### src/design/sw_config.svh
`ifndef SW_CONFIG_SVH
`define SW_CONFIG_SVH

// Cells in the chain, also the longest query
`define SW_ARRAY_SIZE 8
`define SW_ARRAY_LOG  3

// Nucleotide code and score widths
`define SW_SYM_BITS   2
`define SW_SCORE_BITS 12

`endif

### src/design/sw_pkg.sv
`include "sw_config.svh"

package sw_pkg;

	// One nucleotide code
	typedef logic [`SW_SYM_BITS-1:0] sym_t;

	// Unsigned alignment score
	typedef logic [`SW_SCORE_BITS-1:0] score_t;

	// Query length, 1 up to the array size
	typedef logic [`SW_ARRAY_LOG:0] qlen_t;

	typedef enum logic [2:0] {
		IDLE,
		LOAD,
		CALC,
		DRAIN,
		DONE
	} ctrl_state_t;

endpackage

### src/design/sw_array_ctrl.sv
`timescale 1ns/1ps
`include "sw_config.svh"

module sw_array_ctrl (
	input  logic                                clk,
	input  logic                                rst_n,
	input  logic                                i_start,
	input  logic                                i_loaded,
	input  sw_pkg::sym_t [`SW_ARRAY_SIZE-1:0]   i_q_syms,
	input  sw_pkg::qlen_t                       i_qlen,
	input  sw_pkg::sym_t                        i_t_sym,
	input  logic                                i_t_valid,
	input  logic                                i_t_last,
	input  sw_pkg::score_t                      i_match,
	input  sw_pkg::score_t                      i_mismatch,
	input  sw_pkg::score_t                      i_gap_open,
	input  sw_pkg::score_t                      i_gap_extend,
	output logic                                o_clear,
	output sw_pkg::score_t                      o_score,
	output logic                                o_done,
	output logic                                o_busy
);

	sw_pkg::ctrl_state_t state, state_n;
	logic [`SW_ARRAY_SIZE-1:0] mask, mask_n;
	logic [`SW_ARRAY_LOG:0]    drain_cnt, drain_cnt_n;
	sw_pkg::score_t            score_q, score_n;
	logic                      clear;

	// Systolic chain with index 0 as the array input
	sw_pkg::sym_t   chain_t [`SW_ARRAY_SIZE+1];
	logic           chain_v [`SW_ARRAY_SIZE+1];
	sw_pkg::score_t chain_h [`SW_ARRAY_SIZE+1];
	sw_pkg::score_t chain_f [`SW_ARRAY_SIZE+1];
	sw_pkg::score_t [`SW_ARRAY_SIZE-1:0] h_all;
	sw_pkg::score_t tree_max;

	assign clear = (state == sw_pkg::IDLE) && i_start;

	always_comb begin
		state_n     = state;
		mask_n      = mask;
		drain_cnt_n = drain_cnt;
		score_n     = score_q;

		case (state)
			sw_pkg::IDLE: begin
				if (i_start) begin
					state_n = sw_pkg::LOAD;
					mask_n  = '0;
				end
			end

			sw_pkg::LOAD: begin
				// Only cells below qlen take part
				if (i_loaded) begin
					state_n = sw_pkg::CALC;
					for (int k = 0; k < `SW_ARRAY_SIZE; k++)
						mask_n[k] = (k < int'(i_qlen));
				end
			end

			sw_pkg::CALC: begin
				if (i_t_valid && i_t_last) begin
					state_n     = sw_pkg::DRAIN;
					drain_cnt_n = i_qlen + 4'd3;
				end
			end

			sw_pkg::DRAIN: begin
				// Last wave crosses the chain and the tree
				if (drain_cnt == '0) begin
					state_n = sw_pkg::DONE;
					score_n = tree_max;
				end else begin
					drain_cnt_n = drain_cnt - 1'b1;
				end
			end

			sw_pkg::DONE: begin
				state_n = sw_pkg::IDLE;
			end

			default: begin
				state_n = sw_pkg::IDLE;
			end
		endcase
	end

	always_ff @(posedge clk or negedge rst_n) begin
		if (!rst_n) begin
			state     <= sw_pkg::IDLE;
			mask      <= '0;
			drain_cnt <= '0;
			score_q   <= '0;
		end else begin
			state     <= state_n;
			mask      <= mask_n;
			drain_cnt <= drain_cnt_n;
			score_q   <= score_n;
		end
	end

	assign o_clear = clear;
	assign o_score = score_q;
	assign o_done  = (state == sw_pkg::DONE);
	assign o_busy  = (state != sw_pkg::IDLE);

	// Target enters cell 0 only while calculating
	assign chain_t[0] = i_t_sym;
	assign chain_v[0] = i_t_valid && (state == sw_pkg::CALC);
	assign chain_h[0] = '0;
	assign chain_f[0] = '0;

	for (genvar k = 0; k < `SW_ARRAY_SIZE; k++) begin : g_pe
		sw_pe u_pe (
			.clk          (clk),
			.rst_n        (rst_n),
			.i_clear      (clear),
			.i_enable     (mask[k]),
			.i_q_sym      (i_q_syms[k]),
			.i_t_sym      (chain_t[k]),
			.i_t_valid    (chain_v[k]),
			.i_h_left     (chain_h[k]),
			.i_f_left     (chain_f[k]),
			.i_match      (i_match),
			.i_mismatch   (i_mismatch),
			.i_gap_open   (i_gap_open),
			.i_gap_extend (i_gap_extend),
			.o_t_sym      (chain_t[k+1]),
			.o_t_valid    (chain_v[k+1]),
			.o_h          (chain_h[k+1]),
			.o_f          (chain_f[k+1])
		);

		assign h_all[k] = chain_h[k+1];
	end

	sw_max_tree u_max_tree (
		.clk     (clk),
		.rst_n   (rst_n),
		.i_clear (clear),
		.i_h_all (h_all),
		.o_max   (tree_max)
	);

endmodule

### src/design/sw_max_tree.sv
`timescale 1ns/1ps
`include "sw_config.svh"

module sw_max_tree (
	input  logic                                  clk,
	input  logic                                  rst_n,
	input  logic                                  i_clear,
	input  sw_pkg::score_t [`SW_ARRAY_SIZE-1:0]   i_h_all,
	output sw_pkg::score_t                        o_max
);

	sw_pkg::score_t lvl1 [`SW_ARRAY_SIZE/2];
	sw_pkg::score_t lvl2 [`SW_ARRAY_SIZE/4];
	sw_pkg::score_t lvl3;
	sw_pkg::score_t run_max;

	always_ff @(posedge clk or negedge rst_n) begin
		if (!rst_n) begin
			for (int k = 0; k < `SW_ARRAY_SIZE/2; k++)
				lvl1[k] <= '0;
			for (int k = 0; k < `SW_ARRAY_SIZE/4; k++)
				lvl2[k] <= '0;
			lvl3    <= '0;
			run_max <= '0;
		end else if (i_clear) begin
			for (int k = 0; k < `SW_ARRAY_SIZE/2; k++)
				lvl1[k] <= '0;
			for (int k = 0; k < `SW_ARRAY_SIZE/4; k++)
				lvl2[k] <= '0;
			lvl3    <= '0;
			run_max <= '0;
		end else begin
			// Pairwise reduction, one level per cycle
			for (int k = 0; k < `SW_ARRAY_SIZE/2; k++)
				lvl1[k] <= (i_h_all[2*k] > i_h_all[2*k+1]) ? i_h_all[2*k] : i_h_all[2*k+1];
			for (int k = 0; k < `SW_ARRAY_SIZE/4; k++)
				lvl2[k] <= (lvl1[2*k] > lvl1[2*k+1]) ? lvl1[2*k] : lvl1[2*k+1];
			lvl3 <= (lvl2[0] > lvl2[1]) ? lvl2[0] : lvl2[1];

			// Best score since the job started
			if (lvl3 > run_max)
				run_max <= lvl3;
		end
	end

	assign o_max = run_max;

endmodule

### src/design/sw_pe.sv
`timescale 1ns/1ps
`include "sw_config.svh"

module sw_pe (
	input  logic           clk,
	input  logic           rst_n,
	input  logic           i_clear,
	input  logic           i_enable,
	input  sw_pkg::sym_t   i_q_sym,
	input  sw_pkg::sym_t   i_t_sym,
	input  logic           i_t_valid,
	input  sw_pkg::score_t i_h_left,
	input  sw_pkg::score_t i_f_left,
	input  sw_pkg::score_t i_match,
	input  sw_pkg::score_t i_mismatch,
	input  sw_pkg::score_t i_gap_open,
	input  sw_pkg::score_t i_gap_extend,
	output sw_pkg::sym_t   o_t_sym,
	output logic           o_t_valid,
	output sw_pkg::score_t o_h,
	output sw_pkg::score_t o_f
);

	sw_pkg::score_t e_q;
	sw_pkg::score_t h_diag;
	sw_pkg::score_t diag_c;
	sw_pkg::score_t e_open, e_ext, e_c;
	sw_pkg::score_t f_open, f_ext, f_c;
	sw_pkg::score_t h_c;
	logic           step;

	assign step = i_t_valid & i_enable;

	// Diagonal move with a zero floor on mismatch
	always_comb begin
		if (i_q_sym == i_t_sym)
			diag_c = h_diag + i_match;
		else
			diag_c = (h_diag > i_mismatch) ? h_diag - i_mismatch : '0;
	end

	// Gap along the target uses this cell's last H and E
	assign e_open = (o_h > i_gap_open) ? o_h - i_gap_open : '0;
	assign e_ext  = (e_q > i_gap_extend) ? e_q - i_gap_extend : '0;
	assign e_c    = (e_open > e_ext) ? e_open : e_ext;

	// Gap along the query comes in from the left cell
	assign f_open = (i_h_left > i_gap_open) ? i_h_left - i_gap_open : '0;
	assign f_ext  = (i_f_left > i_gap_extend) ? i_f_left - i_gap_extend : '0;
	assign f_c    = (f_open > f_ext) ? f_open : f_ext;

	// Zero floor comes from the unsigned terms
	always_comb begin
		h_c = diag_c;
		if (e_c > h_c)
			h_c = e_c;
		if (f_c > h_c)
			h_c = f_c;
	end

	always_ff @(posedge clk or negedge rst_n) begin
		if (!rst_n) begin
			o_t_valid <= 1'b0;
			o_h       <= '0;
			o_f       <= '0;
			e_q       <= '0;
			h_diag    <= '0;
		end else if (i_clear) begin
			o_t_valid <= 1'b0;
			o_h       <= '0;
			o_f       <= '0;
			e_q       <= '0;
			h_diag    <= '0;
		end else begin
			o_t_valid <= i_t_valid;
			if (step) begin
				o_h    <= h_c;
				o_f    <= f_c;
				e_q    <= e_c;
				h_diag <= i_h_left;
			end
		end
	end

	always_ff @(posedge clk) begin
		if (i_t_valid)
			o_t_sym <= i_t_sym;
	end

endmodule

### src/design/sw_query_loader.sv
`timescale 1ns/1ps
`include "sw_config.svh"

module sw_query_loader (
	input  logic                                clk,
	input  logic                                rst_n,
	input  logic                                i_clear,
	input  sw_pkg::sym_t                        i_q_sym,
	input  logic                                i_q_valid,
	input  logic                                i_q_last,
	output sw_pkg::sym_t [`SW_ARRAY_SIZE-1:0]   o_q_syms,
	output sw_pkg::qlen_t                       o_qlen,
	output logic                                o_loaded
);

	sw_pkg::sym_t [`SW_ARRAY_SIZE-1:0] q_syms;
	sw_pkg::qlen_t                     count;
	logic                              loaded;
	logic                              take;

	// Symbols arriving once the query is complete are dropped
	assign take = i_q_valid & ~loaded & ~i_clear;

	always_ff @(posedge clk or negedge rst_n) begin
		if (!rst_n) begin
			count  <= '0;
			loaded <= 1'b0;
		end else if (i_clear) begin
			count  <= '0;
			loaded <= 1'b0;
		end else if (take) begin
			count <= count + 1'b1;
			// Full array also ends the query
			if (i_q_last || count == sw_pkg::qlen_t'(`SW_ARRAY_SIZE - 1))
				loaded <= 1'b1;
		end
	end

	always_ff @(posedge clk) begin
		if (take)
			q_syms[count[`SW_ARRAY_LOG-1:0]] <= i_q_sym;
	end

	assign o_q_syms = q_syms;
	assign o_qlen   = count;
	assign o_loaded = loaded;

endmodule

### src/design/sw_top.sv
`timescale 1ns/1ps
`include "sw_config.svh"

module sw_top (
	input  logic           clk,
	input  logic           rst_n,
	input  logic           i_start,
	input  sw_pkg::sym_t   i_q_sym,
	input  logic           i_q_valid,
	input  logic           i_q_last,
	input  sw_pkg::sym_t   i_t_sym,
	input  logic           i_t_valid,
	input  logic           i_t_last,
	input  sw_pkg::score_t i_match,
	input  sw_pkg::score_t i_mismatch,
	input  sw_pkg::score_t i_gap_open,
	input  sw_pkg::score_t i_gap_extend,
	output logic           o_busy,
	output logic           o_done,
	output sw_pkg::score_t o_score
);

	sw_pkg::sym_t [`SW_ARRAY_SIZE-1:0] q_syms;
	sw_pkg::qlen_t                     qlen;
	logic                              loaded;
	logic                              clear;

	// Query capture
	sw_query_loader u_loader (
		.clk      (clk),
		.rst_n    (rst_n),
		.i_clear  (clear),
		.i_q_sym  (i_q_sym),
		.i_q_valid(i_q_valid),
		.i_q_last (i_q_last),
		.o_q_syms (q_syms),
		.o_qlen   (qlen),
		.o_loaded (loaded)
	);

	// Job sequencing, cell chain and score reduction
	sw_array_ctrl u_ctrl (
		.clk          (clk),
		.rst_n        (rst_n),
		.i_start      (i_start),
		.i_loaded     (loaded),
		.i_q_syms     (q_syms),
		.i_qlen       (qlen),
		.i_t_sym      (i_t_sym),
		.i_t_valid    (i_t_valid),
		.i_t_last     (i_t_last),
		.i_match      (i_match),
		.i_mismatch   (i_mismatch),
		.i_gap_open   (i_gap_open),
		.i_gap_extend (i_gap_extend),
		.o_clear      (clear),
		.o_score      (o_score),
		.o_done       (o_done),
		.o_busy       (o_busy)
	);

endmodule

### config.mk
export PLATFORM = sky130hd
export DESIGN_NAME = sw_top
export DESIGN_NICKNAME = d
export VERILOG_FILES = /design/src/design/sw_pkg.sv /design/src/design/sw_array_ctrl.sv /design/src/design/sw_max_tree.sv /design/src/design/sw_pe.sv /design/src/design/sw_query_loader.sv /design/src/design/sw_top.sv
export VERILOG_INCLUDE_DIRS = /design/src /design/src/design
export SDC_FILE = /design/constraint.sdc
export NUM_CORES = 2
export LEC_CHECK = 0
export BUFFER_PORTS_ARGS = -buffer_cell sky130_fd_sc_hd__clkbuf_2
export CAP_MARGIN = 0
export CELL_PAD_IN_SITES_DETAIL_PLACEMENT = 1
export CELL_PAD_IN_SITES_GLOBAL_PLACEMENT = 1
export CORE_MARGIN = 2
export CORE_UTILIZATION = 39
export DETAILED_ROUTE_END_ITERATION = 16
export HOLD_SLACK_MARGIN = 0.1
export PLACE_DENSITY = 0.68
export RECOVER_POWER = 50
export SLEW_MARGIN = 10
export SYNTH_ARGS = -nofsm -noshare
export SYNTH_HDL_FRONTEND = slang
export SYNTH_HIERARCHICAL = 1
export SYNTH_SLANG_ARGS = --single-unit
### constraint.sdc
create_clock -name clk -period 8.6 [get_ports clk]
set_input_delay 1.72 -clock clk [delete_from_list [all_inputs] [get_ports clk]]
set_output_delay 1.72 -clock clk [all_outputs]
set_load 0.02 [all_outputs]
==> impl_metrics.tcl <==
set metrics [dict create \
    cts.path.max_buffers 3 \
    cp.depth 33 \
    crit_arrival_ns 9.08 \
    hpwl_microns 276300 \
    cts_tree "done" \
    crit_path_start_kind "primary input" \
    num-nets-final 11330 \
    rows 156 \
    criticalPathCategory "in2reg" \
    timing.slew.headroom_pct -244.1 \
    design_area_sq_mm 0.08921 \
    wire_per_inst_microns 26.90 \
    clock_latency_ns 0.73 \
    antenna_left 0 \
    hold_viol 0 \
    fmaxAchievable_ghz 0.1176 \
    period_share_pct 98.91 \
    slowest_delay_ns 0.43 \
    grtUsageTotal_pct 35.35 \
    outcome "finished with violations" \
    synth_warnings 6 \
    dpl_cell_area_sq_mm 0.08472 \
    die-height_microns 430.4 \
    clk_pin_slew_worst_paths_ns 0.06 \
    syn2layout_area_growth_pct 25.78 \
    worstHoldPathCells 0 \
    worstRegToRegCells 31 \
    cts.sinks 537 \
    slew_violations 456 \
    rsz0062_at_grt "true" \
    hold_buffers 0 \
    cts_inserted_buffers 74 \
    core_sq_mm 0.1807 \
    final-setup-viol-count 0 \
    cp_data_required_time_ns 9.18 \
    critical-path-top-delay-family "compound AO/OA/AOI/OAI gates" \
    avgSynthCellArea_sq_um 8.078 \
    grt_pass1_wl_microns 500800 \
    grt.overflow.total 0 \
    cp_max_fo 7 \
    dr.first_iter.drc_count 5596 \
    root_buffer "clkbuf_16" \
    dieArea_sq_mm 0.1853 \
    skew_ns 0.04455 \
    total_power_mw 26.26 \
    vias_per_cell 6.111 \
    met3_usage_pct 4.985 \
    syn_inst 8780 \
    violations "capacitance limit, slew limit" \
    dr_total_vias 77040 \
    drc 0 \
    syn_area_sq_mm 0.07092 \
    initial_core_util_pct 39.24 \
    drv_cap 5 \
    gp_congestion 0.9976 \
    grt_max_degree 149 \
    drive_above_1_share_pct 21.99 \
    use_met2_pct 58.64 \
    htree_num_levels 3 \
    end_kind "flop" \
    ir_worst_vdd_mv 0.4035 \
    p_leak_nw 43.37 \
    p_per_area_mw_per_mm2 294.3 \
    post-route-min-period_ns 8.506 \
    grt.busiest_layer "met2" \
    ioPinCount 73 \
    die_w_microns 430.4 \
    min_path_type "reg2reg" \
    antenna_found_initial 17 \
    port_buffers 72 \
    routed_wl_microns 339100 \
    tightest_slew_ns 5.161 \
    path_buf_inv 7 \
    critical-path-slowest-cell "or3_4" \
    grt_pass1_vias 79470 \
    global_route.usage.met1_pct 42.73 \
    drt_pre_antenna_iters 5 \
]
state kept, by name, indices dropped and copies added, names as in the netlist:
name and cells:
u_ctrl/u_max_tree/lvl1 48, u_ctrl/g_pe.u_pe/o_h 96, u_ctrl/g_pe.u_pe/o_t_sym 14, u_ctrl/g_pe.u_pe/h_diag 96, u_ctrl/g_pe.u_pe/o_f 84, u_ctrl/state 3
u_loader/o_qlen 4, u_ctrl/mask 8, u_ctrl/u_max_tree/o_max 12, u_ctrl/g_pe.u_pe/e_q 96, u_ctrl/o_score 12, u_loader/o_q_syms 16
u_ctrl/drain_cnt 4, u_ctrl/u_max_tree/lvl2 24, u_ctrl/u_max_tree/lvl3 12, u_ctrl/g_pe.u_pe/o_t_valid 7, u_loader/o_loaded 1
metal layers:
layer  wire length, microns  vias up  share of wire (%)
li1                       -    35630                  -
met1                 137600    38470                 41
met2                 156600     2178                 46
met3                  18070      753                5.3
met4                  26730       14                7.9
met5                    115        -              0.034
power by group:
group / leakage (nW) / total [mW] / switching [mW] / internal [mW]
sequential: 7.28 / 3.72 / 0.680 / 3.04
combinational: 34.8 / 19.1 / 11.6 / 7.52
clock: 1.25 / 3.39 / 1.43 / 1.96
placed cells by master (no fill, tap or decap), types with 62 or more instances in the layout:
cell and n:
inv_1 738, nor2b_1 129, xor2_1 142, xnor2_1 189, nand2b_1 94, o211ai_1 106, nand4_1 314, o21a_1 141
o21ai_1 66, a21oi_1 517, a21o_1 194, or3_1 63, mux2i_1 77, and2_1 125, mux2_2 62, nor3_1 170
a22oi_1 149, ha_1 1022, nand2_1 587, nand3_1 321, dfrtp_1 507, clkbuf_16 78, o21ai_0 466, nor2_1 526
nor3b_1 113, a211oi_1 111, buf_4 1446, a22o_1 212
worst register-to-register path, delay by kind of cell, from the launching register on:
| kind | cells | cell delay, ns |
|---|---|---|
| fa+ha+maj | 4 | 1.20 |
| compound gates | 12 | 2.60 |
| buf+inv | 5 | 0.76 |
| simple gates | 10 | 2.42 |
| flops | 1 | 0.43 |
what timing repair did:
| action | in CTS | in global routing |
|---|---|---|
| endpoints found under the setup margin | 15 | 96 |
| pin swaps | 0 | 99 |
| buffers inserted | 0 | 46 |
| resized for setup | 5 | 318 |
| gates cloned | 0 | 2 |
path summary, 6_finish.rpt:
kind	slack (ns)	startpoint	endpoint
min reg2reg	0.47	u_ctrl/g_pe[5].u_pe/o_t_sym[0]$_DFFE_PP_	u_ctrl/g_pe[6].u_pe/o_t_sym[0]$_DFFE_PP_
max	0.09	i_gap_extend[2]	u_ctrl/g_pe[4].u_pe/o_h[7]$_DFFE_PN0P_
max in group asynchronous	1.19	rst_n	u_ctrl/u_max_tree/lvl2[15]$_DFF_PN0_
max reg2reg	1.07	u_ctrl/g_pe[3].u_pe/o_h[1]$_DFFE_PN0P_	u_ctrl/g_pe[3].u_pe/o_h[7]$_DFFE_PN0P_
min in group asynchronous	2.87	rst_n	u_ctrl/g_pe[2].u_pe/e_q[6]$_DFFE_PN0P_
min	0.47	u_ctrl/g_pe[5].u_pe/o_t_sym[0]$_DFFE_PP_	u_ctrl/g_pe[6].u_pe/o_t_sym[0]$_DFFE_PP_
per-stage QoR:
stage | utilization [%] | instances | setup TNS [ns] | worst slack [ns] | hold WS, ns
6_report | 49.36 | 12610 | 0 | 0.09357 | 0.4748
5_1_grt | 49.35 | 12600 | -3.275 | -0.1299 | 0.4799
4_1_cts | 48.31 | 12550 | 0 | 0.004043 | 0.4726
3_5_place_dp | 46.87 | 12420 | -58.23 | -0.8132 | 0.4590
3_3_place_gp | 46.87 | 12420 | -41.28 | -0.6395 | 0.4583
2_1_floorplan | - | 8816 | -0.01249 | -0.01249 | 0.4476
final cells by class:
type | count | area, sq um
clock inverter | 48 | 574.3
tap | 2370 | 2965
multi-input combinational | 7205 | 54640
fill | 21760 | 91530
timing repair buffer | 1599 | 12570
antenna | 7 | 17.52
clock buffer | 87 | 2004
inverter | 753 | 2841
sequential | 537 | 13590
(Power assumes the default switching activity.)
